<file path="src/hdl/rv32e_pkg.sv">
// shared types for the RV32E subsystem; HOST_CREDITS must be a power of two
`default_nettype none

package rv32e_pkg;

    typedef logic [31:0] word_t;
    typedef logic [3:0]  reg_idx_t;

    localparam int MEM_AWIDTH   = 8;
    localparam int HOST_CREDITS = 4;
    localparam int RSP_CREDITS  = 2;

    // derived counter and pointer widths
    localparam int HOST_PTR_W = $clog2(HOST_CREDITS);
    localparam int HOST_CNT_W = $clog2(HOST_CREDITS + 1);
    localparam int RSP_CNT_W  = $clog2(RSP_CREDITS + 1);

    // major opcodes of the supported subset
    localparam logic [6:0] OPC_OP     = 7'b0110011;
    localparam logic [6:0] OPC_OP_IMM = 7'b0010011;
    localparam logic [6:0] OPC_LUI    = 7'b0110111;
    localparam logic [6:0] OPC_LOAD   = 7'b0000011;
    localparam logic [6:0] OPC_STORE  = 7'b0100011;
    localparam logic [6:0] OPC_BRANCH = 7'b1100011;
    localparam logic [6:0] OPC_SYSTEM = 7'b1110011;

    typedef enum logic [3:0] {
        ALU_ADD, ALU_SUB, ALU_SLL, ALU_SLT, ALU_SLTU, ALU_XOR,
        ALU_SRL, ALU_SRA, ALU_OR, ALU_AND, ALU_PASS_B
    } alu_op_t;

    // word-addressed memory request, shared by host and core
    typedef struct packed {
        logic                  we;
        logic [MEM_AWIDTH-1:0] addr;
        word_t                 wdata;
    } mem_req_t;

endpackage

`default_nettype wire

</file>
<file path="src/hdl/credit_fifo.sv">
// host request buffer; the sender must hold a credit, so overflow is never checked
`timescale 1ns/10ps
`default_nettype none

module credit_fifo
    import rv32e_pkg::*;
(
    input  logic     clk,
    input  logic     rst,
    input  logic     in_valid,
    input  mem_req_t in_data,
    output logic     out_valid,
    output mem_req_t out_data,
    input  logic     out_take,
    output logic     credit
);

    mem_req_t              entries [HOST_CREDITS];
    logic [HOST_PTR_W-1:0] wr_ptr;
    logic [HOST_PTR_W-1:0] rd_ptr;
    logic [HOST_CNT_W-1:0] count;
    logic                  pop;

    assign out_valid = (count != '0);
    assign out_data  = entries[rd_ptr];
    assign pop       = out_take && out_valid;
    // one credit back per drained entry
    assign credit    = pop;

    always_ff @(posedge clk) begin
        if (rst) begin
            wr_ptr <= '0;
            rd_ptr <= '0;
            count  <= '0;
        end else begin
            // pointers wrap naturally at the power-of-two depth
            if (in_valid) wr_ptr <= wr_ptr + 1'b1;
            if (pop) rd_ptr <= rd_ptr + 1'b1;
            count <= count + HOST_CNT_W'(in_valid) - HOST_CNT_W'(pop);
        end
    end

    always_ff @(posedge clk) begin
        if (in_valid) entries[wr_ptr] <= in_data;
    end

endmodule

`default_nettype wire

</file>
<file path="config.mk">
export PLATFORM = sky130hd
export DESIGN_NAME = credit_fifo
export DESIGN_NICKNAME = d
export VERILOG_FILES = /design/src/hdl/rv32e_pkg.sv /design/src/hdl/credit_fifo.sv
export SDC_FILE = /design/constraint.sdc
export NUM_CORES = 1
export LEC_CHECK = 0
export BUFFER_PORTS_ARGS = -buffer_cell sky130_fd_sc_hd__buf_4
export CAP_MARGIN = 20
export CORE_MARGIN = 4
export CORE_UTILIZATION = 57
export CTS_CLUSTER_SIZE = 20
export DETAILED_ROUTE_END_ITERATION = 8
export GPL_TIMING_DRIVEN = 0
export PLACE_DENSITY_LB_ADDON = 0.2
export SLEW_MARGIN = 0
export SYNTH_ARGS = -nofsm -noshare
export SYNTH_HDL_FRONTEND = slang
export SYNTH_SLANG_ARGS = --single-unit
</file>
<file path="constraint.sdc">
create_clock -name clk -period 2.6 [get_ports clk]
set_input_delay 0.13 -clock clk [delete_from_list [all_inputs] [get_ports clk]]
set_output_delay 0.13 -clock clk [all_outputs]
set_load 0.05 [all_outputs]
</file>
==> run summary, run 1 <==
Share of flip-flops with an asynchronous set or reset -> 0%
Vias in the first global route -> 3369
Kind of end point of the critical path -> primary output
Total wire length -> 10910 um
Placer congestion estimate -> 0.6897
Final nets -> 463
Post-route ant nets -> 0
CTS buffer count -> 17
Max Clock Skew -> 11.60 ps
Die Span X -> 114.3 um
Core area -> 10940 um^2
Synth area leader -> edfxtp_1
Die height -> 114.3 um
Starting DRT DRC Count -> 229
Share of cells above drive strength 1 -> 41.04%
Hold Crit Class -> in2reg
Worst slew margin -> 66.27%
First-pass GRT wire length -> 17590 um
#FFs+latches synth -> 173
Most common cell after layout, fill and taps aside -> edfxtp_1
# setup viols final -> 0
Number of post-CTS setup repair buffers -> 0
Grt ovf -> 0
Buf/Inv on CP -> 3
Hpwl dp -> 6600 um
Global Route Usage Sum -> 18.54%
Setup slack after layout -> 604.2 ps
Seq/Total Area, Yosys -> 79.30%
Fmax -> 501.1 MHz
Area Growth Syn to Fin -> 29.10%
Clock Tree Buf Depth -> 2
Root buf cell -> clkbuf_16
Pwr Density -> 942.2 nW/um^2
Top delay family on crit path -> buffers and inverters
Hold path cells -> 2
Mapped Area -> 6437 um^2
Mean Syn Cell Area -> 24.76 um^2
Syn Inst Count -> 260
Outcome -> completed
DR pass1 iterations -> 4
Vias -> 3072
Syn nets -> 312
Crit path launch type -> register
Hold Buf Count CTS -> 42
Clock Latency Late Sink -> 420 ps
Clock transition at path regs -> 60 ps
R2R depth -> 7
Worst Path Class, Setup -> reg2out
Final min period -> 1996 ps
H-tree depth -> 4
Leakage -> 2.894 nW
Pwr Total -> 7.830 mW
TritonCTS Sinks -> 173
TritonCTS clock tree -> built
Initial antenna violation count -> 0
DRC Markers -> 0
Crit-path cells -> buf_1 > buf_2 > mux4_2 > buf_4
Netlist cell types -> 22
Slowest cell on the critical path -> mux4_2
Number of synthesized flops with an enable pin -> 164
Measured slew at the worst slew-check pin -> 506.0 ps
Die area -> 13060 um^2
Largest net degree at the start of global routing -> 32
Filler cells -> 614
Pins Over Slew Limit -> 0
Synthesis Warnings -> 0
RSZ-0062 raised after global routing -> false
Crit-path max cell delay -> 360 ps
Post-route design area -> 8310 um^2
Final period util -> 76.76%
Ant diodes -> 0
Ys flop type -> edfxtp_1
Commonest cells after routing, fill and taps aside -> edfxtp_1 (164), buf_4 (86), dlygate4sd3_1 (42), mux4_2 (40), clkbuf_16 (17)
Pre-CTS WS -> 645.9 ps
Row cnt -> 38
Port-buffer cells -> 86
Number of I/O pins -> 88
Starting density of the core -> 58.87%
Levels on crit path -> 4
Critical path arrival -> 1870 ps
Dominant cells by area after synthesis -> edfxtp_1 (77%), mux4_2 (14%), dfxtp_1 (2.8%), buf_12 (1.2%), ha_1 (1.2%)
Maximum vdd drop -> 0.0007640 V
Endpoints failing hold -> 0
Crit path max fanout -> 10
Synth top area share -> 76.50%
Dpl cell area -> 7343 um^2
Worst path required time -> 2470 ps
Cts repair resizes -> 0
Setup tns final -> 0 ps
Max Cap Violations -> 0
Drt wl/cell -> 19.34 um
Via density -> 5.447
-- stage by stage --
step	utilization (%)	std cells	hold WS, ps
floorplan	-	260	228.9
global placement	66.37	486	329.1
detailed placement	67.15	490	334.1
CTS	76.00	564	66.03
global route	76.00	564	92.34
finish	76.00	564	80.22
-- report_power, final --
group	internal (mW)	switching, mW	total, mW
combinational	0.913	1.33	2.24
clock	1.31	1.01	2.32
sequential	3.22	0.0522	3.27
-- area by class of cell --
class / instances / area [um^2] / area share (%)
Tap cell: 140 / 175.2 / 2.108
Sequential cell: 173 / 5105 / 61.43
Clock buffer: 17 / 425.4 / 5.119
Multi-Input combinational cell: 70 / 1196 / 14.39
Clock inverter: 15 / 121.4 / 1.460
Inverter: 6 / 22.52 / 0.2710
Buffer: 11 / 118.9 / 1.430
Timing Repair Buffer: 132 / 1146 / 13.79
-- flip-flops by register name, indices dropped and copies added (netlist names), named ones only --
| signal | cells |
|---|---|
| count | 3 |
| rd_ptr | 2 |
| entries | 164 |
| wr_ptr | 2 |
-- kinds of logic (layout without fill, tap and decap cells) --
| kind of cell | after synthesis | after routing | synth area share [%] |
|---|---|---|---|
| flops | 173 | 173 | 79.30 |
| compound gates | 2 | 2 | 0.2722 |
| fa+ha+maj | 7 | 7 | 1.477 |
| buf+inv | 17 | 181 | 2.196 |
| mux | 45 | 45 | 15.08 |
| simple gates | 14 | 14 | 1.166 |
| xor+xnor | 2 | 2 | 0.5053 |
-- cells in the mapped netlist (3+ instances only) --
cell type / instances
mux4_2: 40
inv_1: 6
and2_1: 4
mux2_2: 3
buf_12: 4
ha_1: 6
edfxtp_1: 164
nor2_1: 5
buf_2: 4
nor2b_1: 4
dfxtp_1: 9
-- routing by layer --
| layer | track usage (%) | part of all wire, % |
|---|---|---|
| met5 | 0 | 0 |
| met4 | 7.284 | 1.3 |
| met3 | 5.233 | 5.0 |
| met2 | 30.76 | 53 |
| met1 | 23.43 | 41 |
-- final timing paths --
| check | startpoint | endpoint | slack [ps] |
|---|---|---|---|
| worst min-delay path | rst | wr_ptr[0] | 80 |
| worst min register to register | wr_ptr[0] | wr_ptr[0] | 570 |
| worst max register to register | count[1] | count[2] | 620 |
| worst max-delay path | register | out_data[15] | 600 |
Note: power is estimated with default switching activity, not from simulation.
==> run 2, diff against run 1 <==
==> constraint.sdc (replaced) <==
create_clock -name clk -period 1.94 [get_ports clk]
set_input_delay 0.097 -clock clk [delete_from_list [all_inputs] [get_ports clk]]
set_output_delay 0.097 -clock clk [all_outputs]
set_load 0.05 [all_outputs]
==> run 2 against run 1 <==
Worst hold slack got worse by 13 ps. Utilization rose by 2.0 points. Count of clock-buffer cells in the layout did not move. Critical path depth did not move. Via count rose by 0.62%. Combinational power rose by 46%. Wire length rose by 6.5%. Global-route usage rose by 0.34 points. Sequential power rose by 35%.
==> run summary, run 2 (same netlist as run 1, synthesis figures left out) <==
Largest Register -> entries
Area taken by multi-input logic gates -> 1225 um^2 (+2.4%)
Kind of end point of the critical path -> primary output
Post-route design area -> 8533 um^2 (+2.7%)
Filler cells -> 577 (-6.0%)
Largest net degree at the start of global routing -> 30 (-6.3%)
Final min period -> 1883 ps
Final nets -> 468 (+1.1%)
DRC Markers -> 0 (unchanged)
Clock Tree Buf Depth -> 2 (unchanged)
Starting DRT DRC Count -> 199 (-13%)
Number of I/O pins -> 88 (unchanged)
Vias in the first global route -> 3235 (-4.0%)
Max reg flops -> 164 (unchanged)
WHS -> 66.85 ps (-13.38 ps)
Max Cap Violations -> 0 (unchanged)
Clock Latency Late Sink -> 410 ps (about the same)
Drt wl/cell -> 20.41 um (+5.5%)
Worst Path Class, Setup -> reg2out
Ant diodes -> 0 (unchanged)
Via density -> 5.432 (-0.27%)
Fmax -> 531.1 MHz
Maximum vdd drop -> 0.0009016 V (+18%)
Dpl cell area -> 7367 um^2 (+0.32%)
Worst slew margin -> 60.07% (-6.2 points)
H-tree depth -> 4 (unchanged)
CTS buffer count -> 17 (unchanged)
Placer congestion estimate -> 0.6938 (+0.59%)
Row cnt -> 38 (unchanged)
Global Route Usage Sum -> 18.88% (+0.34 points)
Post-route ant nets -> 0 (unchanged)
Top Registers -> entries (164), count (3)
Die height -> 114.3 um (unchanged)
TritonCTS clock tree -> built
Pins Over Slew Limit -> 0 (unchanged)
Measured slew at the worst slew-check pin -> 598.9 ps (+92.91 ps)
Die area -> 13060 um^2 (unchanged)
Crit path max fanout -> 5 (-5)
RSZ-0062 raised after global routing -> true
Port-buffer cells -> 86 (unchanged)
Commonest cells after routing, fill and taps aside -> edfxtp_1 (164), buf_4 (87), dlygate4sd3_1 (42), mux4_2 (40), clkbuf_16 (22)
Pwr Total -> 10.92 mW (+40%)
Cells after DPL -> 490 (unchanged)
Grt ovf -> 0 (unchanged)
Share of cells above drive strength 1 -> 43.82% (+2.8 points)
Initial antenna violation count -> 0 (unchanged)
Core area -> 10940 um^2 (unchanged)
Endpoints failing hold -> 0 (unchanged)
Most common cell after layout, fill and taps aside -> edfxtp_1
End-of-flow core utilization -> 78.03% (+2.0 points)
DR pass1 iterations -> 4 (unchanged)
Leakage -> 2.981 nW (+3.0%)
Root buf cell -> clkbuf_16
Vias -> 3091 (+0.62%)
Starting density of the core -> 58.87% (unchanged)
Worst path required time -> 1840 ps (-630 ps)
Final period util -> 97.06%
TritonCTS Sinks -> 173 (unchanged)
Critical path arrival -> 1790 ps (-80 ps)
Total wire length -> 11620 um (+6.5%)
Register area -> 5112 um^2 (+0.15%)
Crit path launch type -> register
First-pass GRT wire length -> 17680 um (+0.51%)
Hpwl dp -> 6609 um (+0.14%)
Pwr Density -> 1280 nW/um^2 (+36%)
Clock transition at path regs -> 60 ps (about the same)
Area Growth Syn to Fin -> 32.56%
# setup viols final -> 0 (unchanged)
Die Span X -> 114.3 um (unchanged)
Outcome -> completed
Max Clock Skew -> 7.656 ps (-3.946 ps)
Finished Layout Cells -> 569 (+0.89%)
Hold Crit Class -> in2reg
-- run 2: what timing repair did --
item / CTS / global route
endpoints found under the hold margin: 166 / 0
gates resized for setup: 4 / 12
pin swaps: 0 / 1
gates cloned: 0 / 5
buffers inserted: 0 / 1
hold buffers: 42 / 0
endpoints found under the setup margin: 38 / 17
-- run 2: path summary, 6_finish.rpt --
kind	from	end	slack, ps	cells after the start
worst min-delay path	rst	count[1]	70	2
worst max register to register	count[1]	count[1]	70	6
worst min register to register	wr_ptr[0]	wr_ptr[0]	560	2
worst max-delay path	register	out_data[24]	60	4
-- run 2: cell type report --
| class | instances | area share (%) |
|---|---|---|
| clock inverter | 15 | 1.701 |
| tap | 140 | 2.053 |
| sequential | 173 | 59.91 |
| inverter | 6 | 0.2639 |
| clock buffer | 17 | 4.985 |
| multi-input combinational | 70 | 14.35 |
| timing repair buffer | 138 | 15.12 |
| buffer | 10 | 1.613 |
-- run 2: critical path, stage by stage (launching register included) --
cell	delay [ps]
dfxtp_4	370
clkbuf_16	160
clkbuf_16	150
mux4_2	490
buf_4	200
-- run 2: metal layers --
metal | vias to the layer above | wire (um) | share of wire [%] | global-route usage [%]
met5 | - | 0 | 0 | 0
met4 | 0 | 207 | 1.8 | 8.472
met3 | 18 | 800 | 6.9 | 5.550
met2 | 127 | 6045 | 52 | 30.25
met1 | 1539 | 4563 | 39 | 24.23
li1 | 1407 | - | - | -
-- run 2: power breakdown --
part | switching, mW | internal, mW
registers | 0.0932 | 4.32
clock network | 1.35 | 1.89
logic | 1.83 | 1.44
total | 3.28 | 7.65
-- run 2: through the flow --
| step | setup slack (ps) | setup TNS, ps |
|---|---|---|
| floorplan | 4.627 | 0 |
| global placement | -704.6 | -113530 |
| detailed placement | 24.36 | 0 |
| CTS | -13.83 | -13.83 |
| global route | -1.050 | -1.050 |
| finish | 57.11 | 0 |
==> run 3, diff against run 2 <==
--- a/config.mk
+++ b/config.mk
@@ -5,14 +5,14 @@
 export SDC_FILE = /design/constraint.sdc
 export NUM_CORES = 1
 export LEC_CHECK = 0
-export BUFFER_PORTS_ARGS = -buffer_cell sky130_fd_sc_hd__buf_4
+export BUFFER_PORTS_ARGS = -buffer_cell sky130_fd_sc_hd__buf_2
 export CAP_MARGIN = 20
 export CORE_MARGIN = 4
 export CORE_UTILIZATION = 57
 export CTS_CLUSTER_SIZE = 20
 export DETAILED_ROUTE_END_ITERATION = 8
 export GPL_TIMING_DRIVEN = 0
-export PLACE_DENSITY_LB_ADDON = 0.2
+export PLACE_DENSITY_LB_ADDON = 0.08
 export SLEW_MARGIN = 0
 export SYNTH_ARGS = -nofsm -noshare
 export SYNTH_HDL_FRONTEND = slang
==> run 3 against run 2 <==
Critical path depth up 3. Clock power is 5% higher. Power shrank 0.86%. Register-to-register slack got worse by 20 ps. Setup slack worse by 5.9 ps. Cell area decreased by 2.4%. Critical endpoint is now count[2].
==> run summary, run 3 (same netlist as run 1, synthesis figures left out) <==
Comb pwr share -> 27.9% (-2.1 points)
Endpoints failing hold -> 0 (unchanged)
Fmax -> 529.4 MHz (-0.31%)
First-pass GRT wire length -> 17090 um (-3.3%)
Vias in the first global route -> 3251 (+0.49%)
Outcome -> completed
Hold Crit Class -> in2reg
WHS -> 45.76 ps (-21.08 ps)
Via density -> 5.416 (-0.30%)
Max Cap Violations -> 0 (unchanged)
Critical R2R Launch -> count[1]
HP Start -> in_valid
Routing usage on met2 -> 30.13% (-0.12 points)
Global Route met3 Usage -> 5.233% (-0.32 points)
TritonCTS Sinks -> 173 (unchanged)
Top Usage Layer GRT -> met2
H-tree depth -> 4 (unchanged)
Pint -> 7.671 mW (+0.30%)
Clock transition at path regs -> 60 ps (about the same)
Max reg flops -> 164 (unchanged)
Row cnt -> 38 (unchanged)
Worst path required time -> 2220 ps (+380 ps)
Pre-CTS WS -> 24.98 ps (+0.6254 ps)
DR pass1 iterations -> 4 (unchanged)
Setup tns final -> 0 ps (unchanged)
R2R depth -> 7 (+1)
Maximum vdd drop -> 0.0008229 V (-8.7%)
Clock power share -> 31.4% (+1.8 points)
Measured slew at the worst slew-check pin -> 603.5 ps (+4.617 ps)
Die height -> 114.3 um (unchanged)
M1 GR Usage -> 23.06% (-1.2 points)
Largest net degree at the start of global routing -> 29 (-3.3%)
Switching Fraction -> 29.17% (-0.81 points)
CTS buffer count -> 17 (unchanged)
Crit path launch type -> register
Kind of end point of the critical path -> register
Drt wl/cell -> 19.00 um (-6.9%)
Area Growth Syn to Fin -> 29.31%
Final nets -> 466 (-0.43%)
Pwr Density -> 1301 nW/um^2 (+1.6%)
RR Endpoint -> count[2]
Share of cells above drive strength 1 -> 43.56% (-0.26 points)
Top Registers -> entries (164), count (3)
Largest Register -> entries
Hold path cells -> 3 (+1)
Core area -> 10940 um^2 (unchanged)
Root buf cell -> clkbuf_16
Post-route ant nets -> 0 (unchanged)
Critical path arrival -> 2160 ps (+370 ps)
TritonCTS clock tree -> built
Filler cells -> 641 (+11%)
Max Clock Skew -> 5.380 ps (-2.276 ps)
Port-buffer cells -> 86 (unchanged)
Ant diodes -> 0 (unchanged)
Vias -> 3071 (-0.65%)
Pins Over Slew Limit -> 0 (unchanged)
Pwr Total -> 10.83 mW (-0.86%)
Crit path max fanout -> 5 (unchanged)
Global Route Usage Sum -> 17.98% (-0.90 points)
Clock Tree Buf Depth -> 2 (unchanged)
Die Span X -> 114.3 um (unchanged)
Initial antenna violation count -> 0 (unchanged)
Worst slew margin -> 59.76% (-0.31 points)
R2R Setup Slk -> 50 ps (-20 ps)
Sequential share of power -> 40.6% (+0.2 points)
# setup viols final -> 0 (unchanged)
Number of I/O pins -> 88 (unchanged)
Starting density of the core -> 58.87% (unchanged)
Grt ovf -> 0 (unchanged)
Starting DRT DRC Count -> 191 (-4.0%)
Leakage -> 2.900 nW (-2.7%)
Hpwl dp -> 6501 um (-1.6%)
Total wire length -> 10770 um (-7.2%)
Clock Latency Late Sink -> 400 ps (about the same)
Setup slack after layout -> 51.16 ps (-5.941 ps)
Most common cell after layout, fill and taps aside -> edfxtp_1
Final min period -> 1889 ps (+5.941 ps)
Commonest cells after routing, fill and taps aside -> edfxtp_1 (164), buf_2 (63), dlygate4sd3_1 (41), mux4_2 (40), buf_4 (25)
DRC Markers -> 0 (unchanged)
Placer congestion estimate -> 0.7172 (+3.4%)
Worst Hold End -> wr_ptr[0]
Final period util -> 97.36% (+0.31 points)
Worst Path Class, Setup -> reg2reg
Net Switching -> 3.159 mW (-3.5%)
Die area -> 13060 um^2 (unchanged)
==> run 3: cell count changes in the layout (fill, tap and decap cells not counted), sizes merged <==
| cell | previous run | this run |
|---|---|---|
| clkinv | 9 | 3 |
| buf | 100 | 103 |
| clkinvlp | 2 | 4 |
| inv | 8 | 6 |
| bufinv | 2 | 3 |
| clkbuf | 23 | 24 |
| dlygate4sd3 | 42 | 41 |
==> run 3: how the worst max path moves through the flow <==
stage          slack [ps]            end       from
2_1_floorplan           5  entries[2][0]  wr_ptr[0]
3_3_place_gp         -780  entries[2][3]  wr_ptr[0]
3_5_place_dp           20       count[2]   count[2]
4_1_cts               -10    out_data[8]   register
5_1_grt                -6       count[2]   count[1]
6_report               50       count[2]   count[1]
==> run 3: cell type report <==
class	count	area, um^2	share of cell area [%]
Clock inverter	10	137.6	1.653
Tap cell	140	175.2	2.104
Clock buffer	22	474.2	5.697
Sequential cell	173	5111	61.40
Multi-Input combinational cell	70	1222	14.69
Inverter	6	22.52	0.2706
Timing Repair Buffer	135	1049	12.60
Buffer	11	132.6	1.593
==> run 3: repair_timing <==
action,CTS,global route
setup endpoints to repair,7,40
gates cloned,0,1
pin swaps,0,1
resized for setup,2,62
setup buffers,0,3
hold buffers,41,0
endpoints found under the hold margin,164,0
==> run 3: power by group through the flow <==
stage / registers, mW / logic, mW / clock network [mW]
after CTS: 4.39 / 2.86 / 3.47
final: 4.40 / 3.02 / 3.40
after detailed placement: 4.47 / 2.79 / 0
after global placement: 4.46 / 2.73 / 0
after floorplan: 4.45 / 2.21 / 0
after global routing: 4.42 / 3.21 / 3.66
==> run 3: metrics by stage <==
step	cells	instance area, um^2	util, %
floorplan	260	6461	-
global placement	486	7067	64.62
detailed placement	490	7152	65.40
CTS	563	8179	74.79
global route	567	8324	76.12
finish	567	8324	76.12
==> run 3: worst max-delay path, stage by stage, from the launching register on <==
cell and delay [ps]:
dfxtp_4 360, o31a_4 370, ha_4 260, inv_1 30, ha_2 170, fa_2 330
xor3_1 200, nor2_1 40
==> run 3: layer usage <==
| metal | vias up | wire length, um |
|---|---|---|
| li1 | 1402 | - |
| met1 | 1569 | 4316 |
| met2 | 89 | 5781 |
| met3 | 11 | 572 |
| met4 | 0 | 104 |
| met5 | - | 0 |
